`config.mk`:
```
export PLATFORM = sky130hd
export DESIGN_NAME = fetch_unit
export DESIGN_NICKNAME = d
export VERILOG_FILES = /design/src/source/ifu_pkg.sv /design/src/source/fetch_fsm.sv /design/src/source/txn_tracker.sv /design/src/source/rdata_classifier.sv /design/src/source/instr_queue.sv /design/src/source/fetch_unit.sv
export VERILOG_INCLUDE_DIRS = /design/src /design/src/source
export SDC_FILE = /design/constraint.sdc
export NUM_CORES = 1
export LEC_CHECK = 0
export BUFFER_PORTS_ARGS = -buffer_cell sky130_fd_sc_hd__buf_4
export CORE_AREA = 2 2 171 173
export DETAILED_ROUTE_END_ITERATION = 10
export DIE_AREA = 0 0 173 175
export GPL_ROUTABILITY_DRIVEN = 0
export PLACE_DENSITY = 0.53
export SYNTH_ARGS = -nofsm -noshare
export SYNTH_HDL_FRONTEND = slang
export SYNTH_SLANG_ARGS = --single-unit
export TNS_END_PERCENT = 5
```
`constraint.sdc`:
```
create_clock -name clk -period 13 [get_ports clk]
set_clock_uncertainty 0.05 [all_clocks]
set_input_delay 0 -clock clk [delete_from_list [all_inputs] [get_ports clk]]
set_output_delay 0 -clock clk [all_outputs]
set_load 0.02 [all_outputs]
```
`src/source/ifu_consts.svh`:
```
// Width and depth constants of the instruction fetch unit
// Include in any file that sizes a port, a counter or the queue
`ifndef IFU_CONSTS_SVH
`define IFU_CONSTS_SVH

// Fetch address width
`define IFU_XLEN 32

// Instruction memory data width
`define IFU_IMEM_DWIDTH 32

// Queue depth in halfwords
`define IFU_Q_SIZE_HALF 4

// Outstanding-read and discard counters
`define IFU_TXN_CNT_W 3

// Free-word count, holds 0 up to IFU_Q_SIZE_HALF/2
`define IFU_Q_FREE_W_W 2

`endif

```
`src/source/ifu_pkg.sv`:
```
// Types shared by the fetch unit modules: state and opcode enums, port bundles
// Modules pull these in with a wildcard import in their header
`default_nettype none
`include "ifu_consts.svh"

package ifu_pkg;

    typedef enum logic {
        FSM_IDLE,
        FSM_FETCH
    } fsm_state_e;

    typedef enum logic [1:0] {
        RESP_IDLE,
        RESP_RDY_OK,
        RESP_RDY_ER
    } mem_resp_e;

    // Upper halfword named first, lower halfword second
    typedef enum logic [2:0] {
        RDATA_NONE,
        RDATA_RVI_HI_RVI_LO,     // Whole 32-bit instruction
        RDATA_RVC_RVC,
        RDATA_RVI_LO_RVC,
        RDATA_RVC_RVI_HI,
        RDATA_RVI_LO_RVI_HI,
        RDATA_RVC_NV,            // Low half skipped after unaligned redirect
        RDATA_RVI_LO_NV
    } rdata_ident_e;

    typedef enum logic [1:0] {
        WE_NONE,
        WE_FULL,                 // Both halfwords
        WE_HI                    // Upper halfword only
    } q_we_e;

    typedef struct packed {
        logic                   new_pc_req;
        logic [`IFU_XLEN-1:0]   new_pc;
        logic                   stop_fetch;
    } redirect_t;

    typedef struct packed {
        mem_resp_e                      resp;
        logic [`IFU_IMEM_DWIDTH-1:0]    rdata;
    } imem_resp_t;

    // ok and er are already masked by discard
    typedef struct packed {
        logic   ok;
        logic   er;
        logic   discard;
    } resp_evt_t;

    typedef struct packed {
        logic [`IFU_IMEM_DWIDTH-1:0]    instr;
        logic                           imem_err;
        logic                           vd;
    } idu_out_t;

endpackage
`default_nettype wire

```
`src/source/fetch_fsm.sv`:
```
// Idle/fetch control of the fetch unit
// Leaves fetch on stop_fetch or on a kept memory error
`timescale 1ns/1ns
`default_nettype none

module fetch_fsm
    import ifu_pkg::*;
(
    input  wire             clk,
    input  wire             rst_n,
    input  wire redirect_t  redir,
    input  wire resp_evt_t  evt,
    output fsm_state_e      state,
    output logic            busy
);

always_ff @(posedge clk, negedge rst_n) begin
    if (~rst_n) begin
        state <= FSM_IDLE;
    end else begin
        case (state)
            FSM_IDLE: begin
                if (redir.new_pc_req & ~redir.stop_fetch) begin
                    state <= FSM_FETCH;
                end
            end
            FSM_FETCH: begin
                // A redirect in the error cycle keeps fetching
                if (redir.stop_fetch | (evt.er & ~redir.new_pc_req)) begin
                    state <= FSM_IDLE;
                end
            end
            default: state <= FSM_IDLE;
        endcase
    end
end

assign busy = (state == FSM_FETCH);

endmodule
`default_nettype wire

```
`src/source/txn_tracker.sv`:
```
// Memory request side of the fetch unit: fetch address, outstanding reads
// and the count of stale responses still to drop after a redirect or error
`timescale 1ns/1ns
`default_nettype none
`include "ifu_consts.svh"

module txn_tracker
    import ifu_pkg::*;
(
    input  wire                         clk,
    input  wire                         rst_n,
    input  wire redirect_t              redir,
    input  wire mem_resp_e              resp,
    input  wire fsm_state_e             state,
    input  wire [`IFU_Q_FREE_W_W-1:0]   q_free_w,
    input  wire                         imem_req_ack,
    output logic                        imem_req,
    output logic [`IFU_XLEN-1:0]        imem_addr,
    output resp_evt_t                   evt
);

logic [`IFU_XLEN-1:2]       addr_r;           // Next word to fetch
logic [`IFU_TXN_CNT_W-1:0]  pend_cnt;         // Sent, not yet answered
logic [`IFU_TXN_CNT_W-1:0]  disc_cnt;         // Answers to throw away
logic [`IFU_TXN_CNT_W-1:0]  disc_cnt_new;
logic [`IFU_TXN_CNT_W-1:0]  vd_pend_cnt;      // Reads still worth keeping
logic                       pend_full;
logic                       raw_ok;
logic                       raw_er;
logic                       raw_vd;
logic                       discard;
logic                       req_acc;

// --------------------------------------------------------------------------
// Response decode
// --------------------------------------------------------------------------
assign raw_ok  = (resp == RESP_RDY_OK);
assign raw_er  = (resp == RESP_RDY_ER);
assign raw_vd  = raw_ok | raw_er;
assign discard = |disc_cnt;

assign evt.ok      = raw_ok & ~discard;
assign evt.er      = raw_er & ~discard;
assign evt.discard = discard;

// --------------------------------------------------------------------------
// Request and address
// --------------------------------------------------------------------------
assign pend_full   = &pend_cnt;
assign vd_pend_cnt = pend_cnt - disc_cnt;

assign imem_req = (redir.new_pc_req & ~pend_full)
                | ((state == FSM_FETCH) & ~pend_full
                   & (`IFU_TXN_CNT_W'(q_free_w) > vd_pend_cnt));

assign imem_addr = {(redir.new_pc_req ? redir.new_pc[`IFU_XLEN-1:2] : addr_r), 2'b00};
assign req_acc   = imem_req & imem_req_ack;

always_ff @(posedge clk, negedge rst_n) begin
    if (~rst_n) begin
        addr_r <= '0;
    end else if (req_acc) begin
        addr_r <= imem_addr[`IFU_XLEN-1:2] + 1'b1;
    end else if (redir.new_pc_req) begin
        addr_r <= redir.new_pc[`IFU_XLEN-1:2];
    end
end

// --------------------------------------------------------------------------
// Counters
// --------------------------------------------------------------------------
always_ff @(posedge clk, negedge rst_n) begin
    if (~rst_n) begin
        pend_cnt <= '0;
    end else if (req_acc & ~raw_vd) begin
        pend_cnt <= pend_cnt + 1'b1;
    end else if (~req_acc & raw_vd) begin
        pend_cnt <= pend_cnt - 1'b1;
    end
end

// Reads issued in an error cycle are stale too, so they join the discard count
always_comb begin
    disc_cnt_new = disc_cnt;
    if (redir.new_pc_req) begin
        disc_cnt_new = pend_cnt - `IFU_TXN_CNT_W'(raw_vd);
    end else if (evt.er) begin
        disc_cnt_new = pend_cnt - `IFU_TXN_CNT_W'(~req_acc);
    end else if (raw_vd & discard) begin
        disc_cnt_new = disc_cnt - 1'b1;
    end
end

always_ff @(posedge clk, negedge rst_n) begin
    if (~rst_n) begin
        disc_cnt <= '0;
    end else begin
        disc_cnt <= disc_cnt_new;
    end
end

endmodule
`default_nettype wire

```
`src/source/rdata_classifier.sv`:
```
// Sorts each kept response word into its halfword contents and picks the
// queue write, tracking unaligned starts and 32-bit instructions across words
`timescale 1ns/1ns
`default_nettype none
`include "ifu_consts.svh"

module rdata_classifier
    import ifu_pkg::*;
(
    input  wire                         clk,
    input  wire                         rst_n,
    input  wire redirect_t              redir,
    input  wire resp_evt_t              evt,
    input  wire [`IFU_IMEM_DWIDTH-1:0]  rdata,
    output q_we_e                       q_we,
    output logic                        lo_sel
);

logic           new_pc_unaligned;   // Redirect target in upper halfword
logic           rvi_part2;          // Low half of next word ends an RVI
logic           rvi_part2_next;
logic           resp_kept;
logic           hi_rvi;
logic           lo_rvi;
rdata_ident_e   rdata_ident;

assign resp_kept = evt.ok | evt.er;
assign hi_rvi    = &rdata[17:16];
assign lo_rvi    = &rdata[1:0];

always_comb begin
    rdata_ident = RDATA_NONE;
    if (evt.ok) begin
        if (new_pc_unaligned) begin
            rdata_ident = hi_rvi ? RDATA_RVI_LO_NV : RDATA_RVC_NV;
        end else if (rvi_part2) begin
            rdata_ident = hi_rvi ? RDATA_RVI_LO_RVI_HI : RDATA_RVC_RVI_HI;
        end else if (lo_rvi) begin
            rdata_ident = RDATA_RVI_HI_RVI_LO;
        end else begin
            rdata_ident = hi_rvi ? RDATA_RVI_LO_RVC : RDATA_RVC_RVC;
        end
    end
end

assign rvi_part2_next = (rdata_ident == RDATA_RVI_LO_NV)
                      | (rdata_ident == RDATA_RVI_LO_RVI_HI)
                      | (rdata_ident == RDATA_RVI_LO_RVC);

always_ff @(posedge clk, negedge rst_n) begin
    if (~rst_n) begin
        new_pc_unaligned <= 1'b0;
        rvi_part2        <= 1'b0;
    end else if (redir.new_pc_req) begin
        new_pc_unaligned <= redir.new_pc[1];
        rvi_part2        <= 1'b0;
    end else if (resp_kept) begin
        new_pc_unaligned <= 1'b0;   // Only the first word is skewed
        rvi_part2        <= rvi_part2_next;
    end
end

always_comb begin
    q_we = WE_NONE;
    if (evt.ok) begin
        case (rdata_ident)
            RDATA_NONE:      q_we = WE_NONE;
            RDATA_RVC_NV,
            RDATA_RVI_LO_NV: q_we = WE_HI;
            default:         q_we = WE_FULL;
        endcase
    end else if (evt.er) begin
        q_we = WE_FULL;   // Error marks both halfwords
    end
end

assign lo_sel = ~new_pc_unaligned;

endmodule
`default_nettype wire

```
`src/source/instr_queue.sv`:
```
// Four-halfword instruction queue between memory responses and decode
// Head is presented combinationally; reads follow the decode handshake
`timescale 1ns/1ns
`default_nettype none
`include "ifu_consts.svh"

module instr_queue
    import ifu_pkg::*;
(
    input  wire                         clk,
    input  wire                         rst_n,
    input  wire redirect_t              redir,
    input  wire resp_evt_t              evt,
    input  wire [`IFU_IMEM_DWIDTH-1:0]  rdata,
    input  wire q_we_e                  q_we,
    input  wire                         lo_sel,
    input  wire                         idu_rdy,
    output logic [`IFU_Q_FREE_W_W-1:0]  q_free_w,
    output idu_out_t                    idu
);

localparam int ADR_W  = $clog2(`IFU_Q_SIZE_HALF);
localparam int PTR_W  = ADR_W + 1;
localparam int OCPD_W = $clog2(`IFU_Q_SIZE_HALF + 1);
localparam int HALF_W = `IFU_IMEM_DWIDTH / 2;

logic [HALF_W-1:0]  q_data [`IFU_Q_SIZE_HALF];
logic               q_err  [`IFU_Q_SIZE_HALF];
logic [PTR_W-1:0]   q_rptr;
logic [PTR_W-1:0]   q_rptr_next;
logic [PTR_W-1:0]   q_wptr;
logic [PTR_W-1:0]   q_wptr_next;
logic [PTR_W-1:0]   q_wptr_inc;
logic [PTR_W-1:0]   q_rd_step;
logic [PTR_W-1:0]   q_wr_step;
logic [OCPD_W-1:0]  q_ocpd_h;           // Halfwords held now
logic [OCPD_W-1:0]  q_free_h_next;      // Free halfwords next cycle
logic               q_empty;
logic               q_flush;
logic [HALF_W-1:0]  q_data_head;
logic [HALF_W-1:0]  q_data_next;
logic               q_err_head;
logic               q_head_single;      // Head leaves as one halfword

// --------------------------------------------------------------------------
// Pointers and fill level
// --------------------------------------------------------------------------
assign q_flush  = redir.new_pc_req | redir.stop_fetch;
assign q_empty  = (q_rptr == q_wptr);
assign q_ocpd_h = OCPD_W'(q_wptr - q_rptr);

assign q_wr_step   = (q_we == WE_FULL) ? PTR_W'(2) : ((q_we == WE_HI) ? PTR_W'(1) : '0);
assign q_wptr_next = q_wptr + q_wr_step;
assign q_wptr_inc  = q_wptr + 1'b1;

always_comb begin
    q_rd_step = '0;
    if (idu.vd & idu_rdy) begin
        q_rd_step = q_head_single ? PTR_W'(1) : PTR_W'(2);
    end
end

assign q_rptr_next   = q_rptr + q_rd_step;
assign q_free_h_next = OCPD_W'(`IFU_Q_SIZE_HALF - OCPD_W'(q_wptr - q_rptr_next));
assign q_free_w      = `IFU_Q_FREE_W_W'(q_free_h_next >> 1);

always_ff @(posedge clk, negedge rst_n) begin
    if (~rst_n) begin
        q_rptr <= '0;
        q_wptr <= '0;
    end else if (q_flush) begin
        q_rptr <= '0;
        q_wptr <= '0;
    end else begin
        q_rptr <= q_rptr_next;
        q_wptr <= q_wptr_next;
    end
end

// --------------------------------------------------------------------------
// Storage
// --------------------------------------------------------------------------
always_ff @(posedge clk) begin
    if (~q_flush & (q_we != WE_NONE)) begin
        q_data[q_wptr[ADR_W-1:0]] <= lo_sel ? rdata[HALF_W-1:0] : rdata[2*HALF_W-1:HALF_W];
        q_err[q_wptr[ADR_W-1:0]]  <= evt.er;
        if (q_we == WE_FULL) begin
            q_data[q_wptr_inc[ADR_W-1:0]] <= rdata[2*HALF_W-1:HALF_W];
            q_err[q_wptr_inc[ADR_W-1:0]]  <= evt.er;
        end
    end
end

// --------------------------------------------------------------------------
// Decode side
// --------------------------------------------------------------------------
assign q_data_head   = q_data[q_rptr[ADR_W-1:0]];
assign q_data_next   = q_data[ADR_W'(q_rptr + 1'b1)];
assign q_err_head    = q_err[q_rptr[ADR_W-1:0]];
assign q_head_single = ~(&q_data_head[1:0]) | q_err_head;

always_comb begin
    idu.vd       = 1'b0;
    idu.imem_err = 1'b0;
    if (~q_empty) begin
        // A lone upper-RVI half waits for its partner
        idu.vd       = (q_ocpd_h == OCPD_W'(1)) ? q_head_single : 1'b1;
        idu.imem_err = q_err_head;
    end
    idu.instr = q_head_single ? `IFU_IMEM_DWIDTH'(q_data_head) : {q_data_next, q_data_head};
end

endmodule
`default_nettype wire

```
`src/source/fetch_unit.sv`:
```
// Top of the instruction fetch unit: control FSM, request tracking,
// response classification and the halfword queue feeding decode
`timescale 1ns/1ns
`default_nettype none
`include "ifu_consts.svh"

module fetch_unit
    import ifu_pkg::*;
(
    input  wire                     clk,
    input  wire                     rst_n,
    input  wire redirect_t          redir,
    input  wire                     imem_req_ack,
    output logic                    imem_req,
    output logic [`IFU_XLEN-1:0]    imem_addr,
    input  wire imem_resp_t         imem_resp,
    input  wire                     idu_rdy,
    output idu_out_t                idu,
    output logic                    busy
);

fsm_state_e                 state;
resp_evt_t                  evt;        // Response decoded once
q_we_e                      q_we;
logic                       lo_sel;
logic [`IFU_Q_FREE_W_W-1:0] q_free_w;

fetch_fsm u_fsm (
    .clk        (clk),
    .rst_n      (rst_n),
    .redir      (redir),
    .evt        (evt),
    .state      (state),
    .busy       (busy)
);

txn_tracker u_txn (
    .clk            (clk),
    .rst_n          (rst_n),
    .redir          (redir),
    .resp           (imem_resp.resp),
    .state          (state),
    .q_free_w       (q_free_w),
    .imem_req_ack   (imem_req_ack),
    .imem_req       (imem_req),
    .imem_addr      (imem_addr),
    .evt            (evt)
);

rdata_classifier u_cls (
    .clk        (clk),
    .rst_n      (rst_n),
    .redir      (redir),
    .evt        (evt),
    .rdata      (imem_resp.rdata),
    .q_we       (q_we),
    .lo_sel     (lo_sel)
);

instr_queue u_queue (
    .clk        (clk),
    .rst_n      (rst_n),
    .redir      (redir),
    .evt        (evt),
    .rdata      (imem_resp.rdata),
    .q_we       (q_we),
    .lo_sel     (lo_sel),
    .idu_rdy    (idu_rdy),
    .q_free_w   (q_free_w),
    .idu        (idu)
);

endmodule
`default_nettype wire

```
== After elaboration in Yosys (flattened, before gate mapping) ==
Memory sizes are Yosys's and may differ from the RTL's.
Cells that the tools add are included.
Storage, ports and cells
  register bits: 45
  input bits: 72
  RAM bits: 68
  memories kept: 2
  logic and storage cells: 116
Cells by class
  multiplexer cells: 39
  reduce and logical (&&, ||, !) cells: 11
  equal/unequal tests: 10
  $add $sub $neg: 14
  bitwise gates (word level): 31
  $lt $le $gt $ge: 1
Memory list
  u_queue.q_data: words 4, bits a word 16, read ports 2, clocked after Yosys merged registers in 0, wr ports 2, RTL line instr_queue.sv:27  | logic [HALF_W-1:0] q_data [`IFU_Q_SIZE_HALF];
  u_queue.q_err: words 4, bits a word 1, read ports 1, clocked after Yosys merged registers in 0, wr ports 2, RTL line instr_queue.sv:28  | logic q_err [`IFU_Q_SIZE_HALF];
Operator list (number)
  2-to-1 mux 30 bit: 2
  2-to-1 mux 3 bit: 13
  2-to-1 mux 32 bit: 1
  adder 30 x 1 -> 30 bit (second input constant): 1
  2-to-1 mux 1 bit: 17
  2-to-1 mux 16 bit: 1
  bitwise AND 1 bit: 13
  subtractor 3 bit: 4
  equality test 3 bit (second input constant): 3
  inverter 1 bit: 9
  OR 1 bit: 8
  adder 3 bit: 2
  2-to-1 mux 2 bit: 3
  AND reduction 2 bit: 3
  nonzero test 2 bit: 3
  subtractor 3 x 1 -> 3 bit (second input constant): 2
  adder 2 x 1 -> 2 bit (second input constant): 2
  equality test 2 x 1 -> 1 bit (second input constant): 2
  equality test 2 bit (second input constant): 2
  one-hot mux 2 bit (2 select lines): 1
  adder 3 x 1 -> 3 bit (second input constant): 1
  equality test 3 x 1 -> 1 bit (second input constant): 1
  equality test 3 x 2 -> 1 bit (second input constant): 1
  equality test 3 bit: 1
  10 further kinds: 10

== Longest topological paths before layout ==
Gate-level depths: netlist (run 1).
An unclocked memory read counts as a cell.
  word-level depth: 19
  gate-level depth with buffers: 26
  mapped depth without buffers: 24

== Hierarchy ==
From an unflattened synthesis (run 1), not the netlist that was laid out.
Second synthesis, totals
  cell total of the unflattened synthesis: 556
  area total of the unflattened synthesis: 7225.7 µm²
By module, submodules not included
  instr_queue: area an instance 4356.7 µm², cells each 261, sequential area each 2192.1 µm², times used 1
  txn_tracker: area an instance 2756.4 µm², cells each 284, sequential area each 900.9 µm², times used 1
  rdata_classifier: area an instance 61.3 µm², cells each 6, sequential area each 25.0 µm², times used 1
  fetch_fsm: area an instance 51.3 µm², cells each 5, sequential area each 25.0 µm², times used 1

== Worst setup path before layout (run 1) ==
OpenSTA, ideal clock, no wires.
  path type: register to register
  start point: register u_queue.q_rptr[0]
  end point: register u_txn.disc_cnt[2]
  arrival time: 5.269 ns
  setup time: 0.125 ns
  path slack: 7.557 ns
  buffers on the path: 2
  data required time: 12.825 ns
  stages on the path, launching flop included: 25
  cells stage by stage: dfrtp_1 > clkbuf_1 > mux4_2 > nor3_1 > clkbuf_1 > nor2_1 > ha_1 > fa_1 > ha_1 > ha_1 > xnor2_1 > xnor2_1 > xnor2_1 > ha_1 > nand2_1 > a31oi_4 > nor3b_2 > inv_1 > ha_1 > inv_1 > ha_1 > xor2_1 > a211oi_1 > a21oi_1 > mux2_2
Between the ends
  longest elaborated chain between the ends: 19
RTL lines
  start: declaration: RTL line instr_queue.sv:29  | logic [PTR_W-1:0] q_rptr;
  start signal: assignment: RTL line instr_queue.sv:75  | q_rptr <= q_rptr_next;
  memory (4 x 16 bit)
  AND reduction 2 bit: RTL line instr_queue.sv:100  | assign q_head_single = ~(&q_data_head[1:0]) | q_err_head;
  inverter 1 bit: RTL line instr_queue.sv:100
  OR 1 bit: RTL line instr_queue.sv:100
  2-to-1 mux 1 bit: RTL line instr_queue.sv:107  | idu.vd = (q_ocpd_h == OCPD_W'(1)) ? q_head_single : 1'b1;
  2-to-1 mux 2 bit: RTL line instr_queue.sv:105  | if (~q_empty) begin
  bitwise AND 1 bit: RTL line instr_queue.sv:58  | if (idu.vd & idu_rdy) begin
  2-to-1 mux 3 bit: RTL line instr_queue.sv:58
  [... 3 more ...]
  greater-than comparator 2 x 3 -> 1 bit (no source line) (*)
  bitwise AND 1 bit (*): RTL line txn_tracker.sv:53  | | ((state == FSM_FETCH) & ~pend_full
  OR 1 bit (*): RTL line txn_tracker.sv:52  | assign imem_req = (redir.new_pc_req & ~pend_full)
  bitwise AND 1 bit (*): RTL line txn_tracker.sv:57  | assign req_acc = imem_req & imem_req_ack;
  inverter 1 -> 3 bit (*): RTL line txn_tracker.sv:88  | disc_cnt_new = pend_cnt - `IFU_TXN_CNT_W'(~req_acc);
  subtractor 3 bit (*): RTL line txn_tracker.sv:88
  2-to-1 mux 3 bit (*): RTL line txn_tracker.sv:87  | end else if (evt.er) begin
  2-to-1 mux 3 bit (*): RTL line txn_tracker.sv:85  | if (redir.new_pc_req) begin
  end signal: assignment: RTL line txn_tracker.sv:98  | disc_cnt <= disc_cnt_new;
  end: declaration: RTL line txn_tracker.sv:24  | logic [`IFU_TXN_CNT_W-1:0] disc_cnt;
Mark *: on every way between the ends. The rest lies on a longest branch, timed or not.
A chain may end at the register's enable or synchronous reset.

== Worst setup path after layout (run 1) ==
  start point: register u_queue.q_rptr[1]
  end point: register u_txn.disc_cnt[2]
The elaborated chain is that of the path after synthesis.

==> results of run 1 <==
[sequential cells by signal, summed over array words and instances, names as in the netlist]
signal	cells
u_txn.pend_cnt	3
u_txn.addr_r	30
u_queue.q_data	64
u_cls.new_pc_unaligned	1
u_txn.disc_cnt	3
u_queue.q_wptr	3
u_fsm.busy	1
u_queue.q_rptr	3
u_queue.q_err	4
[layout by cell type, fill, tap and decap left out, drive strengths merged, types with 17 or more instances in the layout]
master,instances
dlygate4sd3,81
dfrtp,44
edfxtp,68
mux4,29
xor2,20
mux2,94
buf,144
nor3,22
xnor2,21
ha,19
and2,17
inv,33
nand2,25
nor2,22
[layer usage]
metal	up-vias	global-route usage, %	wire length [um]
met5	-	0	13
met4	2	2.225	124
met3	11	3.568	1117
met2	156	20.48	8679
met1	2499	15.96	8474
li1	2413	-	-
[per-stage QoR]
step           power, mW  worst slack [ns]  hold slack, ns  std cells  utilization (%)
6_report           1.055             6.597         0.05079       1136            33.61
5_1_grt            1.122             6.005         0.06195       1136            33.61
4_1_cts            1.070             6.435         0.03598       1135            33.60
3_5_place_dp      0.7575             6.473        0.009780       1038            29.69
3_3_place_gp      0.7562             6.552        0.009041       1038            29.69
2_1_floorplan     0.6635             7.557         -0.3456        539                -
[power groups by stage]
stage	Clock, mW	Sequential [mW]	Combinational, mW
2_1_floorplan	0	0.433	0.231
3_5_place_dp	0	0.443	0.314
3_3_place_gp	0	0.443	0.313
6_report	0.283	0.435	0.337
4_1_cts	0.294	0.436	0.341
5_1_grt	0.307	0.440	0.374
[kinds of logic (layout without fill, tap and decap cells)]
kind of cell,after synthesis,in the layout
AND/OR/NAND/NOR,130,130
other,1,3
buffers and inverters,58,270
XOR/XNOR,42,42
adder cells (fa/ha/maj),24,24
flip-flops,112,112
AO/OA/AOI/OAI,37,37
multiplexers,134,134
[area by class of cell]
class | instances | area, sq um
antenna | 1 | 2.502
clock buffer | 9 | 225.2
clock inverter | 7 | 72.57
fill | 2877 | 18850
inverter | 29 | 108.9
multi-input combinational | 369 | 3616
sequential | 112 | 3144
tap | 384 | 480.5
timing repair buffer | 225 | 1892
[repair_timing]
action / in CTS / in global routing
hold endpoints to repair: 145 / 0
hold buffers: 81 / 0
buffers inserted: 0 / 0
[critical path: cells and delay by family (launching register included)]
family | cells | cell delay (ns)
fa+ha+maj | 7 | 1.85
simple gates | 4 | 1.66
buf+inv | 3 | 0.69
mux | 2 | 0.58
compound gates | 4 | 0.56
xor+xnor | 4 | 0.52
flops | 1 | 0.34
[path summary, 6_finish.rpt]
kind                                   startpoint           endpoint  cells after the start
min in group asynchronous                   rst_n   u_txn.addr_r[23]                      2
worst max register to register  u_queue.q_rptr[1]  u_txn.disc_cnt[2]                     24
worst min register to register  u_txn.disc_cnt[1]  u_txn.disc_cnt[1]                      1
worst max-delay path            u_queue.q_rptr[1]  u_txn.disc_cnt[2]                     24
worst min-delay path                    redir[22]   u_txn.addr_r[23]                      4
max in group asynchronous                   rst_n  u_queue.q_rptr[1]                      2
==> results.py, run 1 <==
metrics = {
    "run_status": {
        "status": "finished clean",
    },
    "sta": {
        "period_needed_ns": 6.403,
        "worst_slew_pin_slew_ns": 1.053,
        "max_freq_mhz": 156.2,
        "rsz0062_at_grt": "false",
        "finalCritPeriodShare_pct": 49.26,
        "setup_violations": 0,
        "fin_tns_setup_ns": 0,
        "hold_violations": 0,
        "slew_viol_final": 0,
        "relSlewSlack_pct": 29.40,
    },
    "critical_path": {
        "endpoint_kind": "register",
        "path_max_fanout": 38,
        "cpPeakStageDelay_ns": 0.88,
        "critical_path_required_ns": 13.19,
        "critPathSlowestCell": "nor3_2",
        "critPathLaunchType": "register",
        "reg2reg_slack_ns": 6.60,
        "arrival_ns": 6.59,
        "cpMostUsedCell": "ha_1",
        "path_class": "reg -> reg",
        "crit_chain": "buf_4 -> mux2_2 -> a21oi_1 -> nor3_2 -> nor2_1 -> ha_1 -> fa_1 -> ha_1 -> ha_1 -> xnor2_1 -> xnor2_1 -> xnor2_1 -> ha_1 -> nor2b_1 -> o21ai_0 -> nor3b_2 -> inv_1 -> ha_1 -> inv_1 -> ha_1 -> xor2_1 -> a211oi_1 -> a21oi_1 -> mux2_2",
    },
    "synthesis": {
        "dominantRegCellSynth": "edfxtp_1",
        "synth_seq_cells": 112,
        "synth.most_common_cell": "mux2_2",
        "yosys.area_share.simple_pct": 10.81,
        "synth.top_cells.by_count": "94 x mux2_2, 68 x edfxtp_1, 44 x dfrtp_1, 29 x inv_1, 29 x mux4_2",
        "synth_area_per_cell_sq_um": 13.02,
        "synth.distinct_cells": 56,
        "synthAdderAreaFrac_pct": 4.824,
        "synth_compound_area_share_pct": 3.966,
        "synth_edf_count": 68,
        "seq_area_frac_synth_pct": 44.88,
        "synth_top_family_by_area": "multiplexers",
        "netlist_instances": 538,
        "syn_area_sq_um": 7003,
        "synth_top_area_share_pct": 29.16,
        "synth_top_area_cell": "edfxtp_1",
        "synth-xor-area-share_pct": 5.485,
        "async_reset_ff_share_pct": 39.29,
        "synthTopCellsByArea": "edfxtp_1 29%, dfrtp_1 16%, mux2_2 15%",
        "yosys_warnings": 0,
        "synthMuxAreaShare_pct": 26.01,
    },
    "placement": {
        "place_area_sq_um": 8431,
        "dp_hpwl_mm": 12.67,
        "io_buffers": 136,
    },
    "clock_tree": {
        "cts-root-buf": "clkbuf_16",
        "path_clk_slew_ns": 0.08,
        "cts_sinks": 112,
        "clk_latency_ns": 0.36,
        "cts_resized": 0,
        "clockBufferDepth": 2,
        "cts_made_buffers": 9,
        "cts_max_level": 3,
        "cts_tree": "built",
    },
    "pwr": {
        "power_frac_comb_pct": 31.9,
        "power.leakage_nw": 3.681,
        "p_int_mw": 0.7201,
        "max-vdd-ir-drop_v": 0.00008451,
        "clockPowerShare_pct": 26.8,
        "netSwitchingFraction_pct": 31.75,
        "powerDensity_nw_per_um2": 110.6,
        "pwr-share-seq_pct": 41.3,
        "switchingPower_mw": 0.3349,
    },
    "global_routing": {
        "grt_pass1_vias": 5258,
        "antenna_found_initial": 2,
        "grt_max_degree": 73,
        "grt_pass1_wl_mm": 29.12,
        "grt_use_total_pct": 12.28,
        "overflow": 0,
    },
    "cells_and_area": {
        "nets": 842,
        "final_area_sq_um": 9542,
        "area_growth_syn_to_layout_pct": 36.25,
        "layout-drive-gt1-share_pct": 40.88,
    },
    "die": {
        "rows": 62,
        "die_width_um": 173,
        "io_pins": 140,
        "dieArea_sq_um": 30280,
        "die_height_um": 175,
        "start_util_pct": 24.67,
        "coreArea_sq_um": 28390,
    },
    "flow_run": {
        "cap_violations": 0,
    },
    "routing": {
        "drt-initial-drc-count": 273,
        "drtPass1Iterations": 4,
        "wl_mm": 18.41,
        "dr_total_vias": 5081,
        "route.detailed.wl_per_inst_um": 16.21,
        "final_antenna_net_count": 0,
        "drc_errors": 0,
        "via_per_inst": 4.473,
    },
    "min_path": {
        "hold_class": "in -> reg",
    },
}
Power figures use the tool's default switching activity.
==> run 2: changes to the inputs <==
Settings changed: ABC_AREA from default to 1, CORE_AREA 2 2 171 173 to 2 2 179 181, DIE_AREA 0 0 173 175 to 0 0 181 183.
Clock period 13 ns to 6.2 ns, I/O delays scaled along.
==> results.py, run 2 <==
metrics = {
    "critical_path": {
        "r2r_cells": 28,
        "arrival_ns": 5.72,
        "r2r_start": "u_queue.q_rptr[0]",
        "path_max_fanout": 32,
        "critPathLaunchType": "register",
        "endpoint_kind": "register",
        "worstReg2RegEnd": "u_txn.pend_cnt[2]",
        "cpMostUsedCell": "ha_1",
        "critical_path_required_ns": 6.40,
        "reg2reg_slack_ns": 0.69,
        "cpPeakStageDelay_ns": 0.50,
        "path_class": "reg -> reg",
        "critPathSlowestCell": "dfrtp_1",
    },
    "min_path": {
        "hold_depth": 5,
        "hp-start": "redir[3]",
        "min_to": "u_txn.addr_r[2]",
        "hold_class": "in -> reg",
    },
    "die": {
        "coreArea_sq_um": 31230,
        "dieArea_sq_um": 33120,
        "io_pins": 140,
        "die_height_um": 183,
        "die_width_um": 181,
        "rows": 65,
        "start_util_pct": 24.61,
    },
    "cells_and_area": {
        "area_growth_syn_to_layout_pct": 25.35,
        "final_common_cell": "nand2_1",
        "num_antenna_cells": 0,
        "nets": 1271,
        "post-route-util_pct": 30.85,
        "multi_input_area_sq_um": 3939,
        "layout_common_cells": "375 x nand2_1, 147 x buf_4, 122 x o21ai_0",
        "layout-drive-gt1-share_pct": 19.32,
        "largest_reg_flops": 64,
        "seqCellArea_sq_um": 3143,
        "n_fill_cell": 3413,
    },
    "global_routing": {
        "overflow": 0,
        "antenna_found_initial": 0,
        "grt_pass1_vias": 6789,
        "grt_use_total_pct": 14.19,
        "grt_max_degree": 45,
        "grt_pass1_wl_mm": 36.99,
    },
    "placement": {
        "dp_hpwl_mm": 16.29,
        "io_buffers": 136,
    },
    "clock_tree": {
        "clockBufferDepth": 2,
        "cts_sinks": 112,
        "cts_setup_buffers": 0,
        "cts_made_buffers": 9,
        "cts_tree": "built",
        "path_clk_slew_ns": 0.09,
        "cts-root-buf": "clkbuf_16",
        "cts_max_level": 3,
        "clk_latency_ns": 0.37,
    },
    "sta": {
        "fin_tns_setup_ns": 0,
        "max_freq_mhz": 181.4,
        "relSlewSlack_pct": 20.79,
        "holdWs_ns": 0.02274,
        "finalCritPeriodShare_pct": 88.90,
        "worst_slew_pin_slew_ns": 1.185,
        "hold_violations": 0,
        "setup_violations": 0,
        "slew_viol_final": 0,
        "rsz0062_at_grt": "false",
        "period_needed_ns": 5.512,
    },
    "synthesis": {
        "dominantRegCellSynth": "edfxtp_1",
        "synth_edf_count": 68,
        "synth_seq_cells": 112,
        "synth_top_area_cell": "edfxtp_1",
        "yosys_warnings": 0,
        "synth_top_area_share_pct": 26.57,
        "synthTopCellsByArea": "edfxtp_1 27%, nand2_1 18%, dfrtp_1 14%",
        "async_reset_ff_share_pct": 39.29,
        "synth.distinct_cells": 37,
        "netlist_instances": 1036,
        "syn_area_sq_um": 7685,
        "synth.top_cells.by_count": "375 x nand2_1, 122 x o21ai_0, 86 x nor2_1, 84 x inv_1, 68 x edfxtp_1",
        "seq_area_frac_synth_pct": 40.90,
        "synth_area_per_cell_sq_um": 7.418,
        "synth.most_common_cell": "nand2_1",
    },
    "routing": {
        "drt-initial-drc-count": 468,
        "drc_errors": 0,
        "drtPass1Iterations": 5,
        "final_antenna_net_count": 0,
        "route.detailed.wl_per_inst_um": 14.80,
        "dr_total_vias": 7198,
        "via_per_inst": 4.550,
        "wl_mm": 23.42,
    },
    "pwr": {
        "max-vdd-ir-drop_v": 0.0001404,
        "powerDensity_nw_per_um2": 250.1,
        "power.leakage_nw": 4.415,
    },
    "flow_run": {
        "cap_violations": 0,
    },
    "run_status": {
        "status": "finished clean",
    },
}
run 2: cell count changes after synthesis, moves of 29 or more:
cell	delta
inv_1	+55
mux2_2	-94
mux4_2	-29
nand2_1	+351
nor2_1	+64
o21ai_0	+117
run 2: timing repair:
action	in CTS	in global routing
hold endpoints to repair	102	0
resized for setup	0	0
hold buffers	29	0
run 2: power breakdown:
group	leakage (nW)	switching, mW	internal [mW]	total, mW
Clock	0.155	0.335	0.298	0.633
Combinational	3.09	0.517	0.316	0.834
Sequential	1.17	0.0492	0.894	0.943
Total	4.42	0.901	1.51	2.41
run 2: metrics by stage:
stage / setup slack, ns / power, mW / std cells / area, sq um
finish: 0.6883 / 2.409 / 1582 / 9633
global route: 0.1089 / 2.579 / 1582 / 9633
CTS: 0.6771 / 2.437 / 1582 / 9633
detailed placement: 0.7131 / 1.782 / 1537 / 9022
global placement: 0.8273 / 1.771 / 1537 / 9022
floorplan: 1.055 / 1.519 / 1037 / 7689
run 2: metal layers:
layer / share of wire [%] / wire length (um) / track usage [%]
met1: 46 / 10780 / 18.74
met2: 47 / 11000 / 24.20
met3: 5.6 / 1306 / 2.423
met4: 1.4 / 330 / 3.512
met5: 0 / 0 / 0
run 2: how the worst max path moves through the flow:
stage                 startpoint                 to  cells after the start
2_1_floorplan  u_queue.q_rptr[1]  u_txn.pend_cnt[2]                     28
3_3_place_gp   u_queue.q_rptr[0]  u_txn.pend_cnt[2]                     28
3_5_place_dp   u_queue.q_rptr[0]  u_txn.pend_cnt[2]                     28
4_1_cts        u_queue.q_rptr[0]  u_txn.pend_cnt[2]                     28
5_1_grt        u_queue.q_rptr[0]  u_txn.pend_cnt[2]                     28
6_report       u_queue.q_rptr[0]  u_txn.pend_cnt[2]                     28
run 2: final cells by class:
type                       instances  area share (%)
multi-input combinational        787           40.89
sequential                       112           32.63
timing repair buffer             176           14.47
tap                              402           5.221
inverter                          89           3.468
clock buffer                       9           2.338
clock inverter                     7          0.9871
run 2: cell families (layout without fill, tap and decap cells):
| family | Yosys count | count (layout) | share of synthesized area (%) |
|---|---|---|---|
| xor+xnor | 23 | 23 | 2.621 |
| simple gates | 550 | 550 | 30.38 |
| buf+inv | 138 | 281 | 7.896 |
| other cells | 1 | 2 | 0.04880 |
| fa+ha+maj | 24 | 24 | 4.396 |
| compound gates | 188 | 188 | 13.76 |
| flops | 112 | 112 | 40.90 |
run 2: critical path, delay by kind of cell (launching register included):
family | cells | cell delay (ns)
compound gates | 4 | 0.67
buf+inv | 5 | 0.80
xor+xnor | 4 | 0.69
flops | 1 | 0.50
fa+ha+maj | 7 | 1.95
simple gates | 8 | 0.73
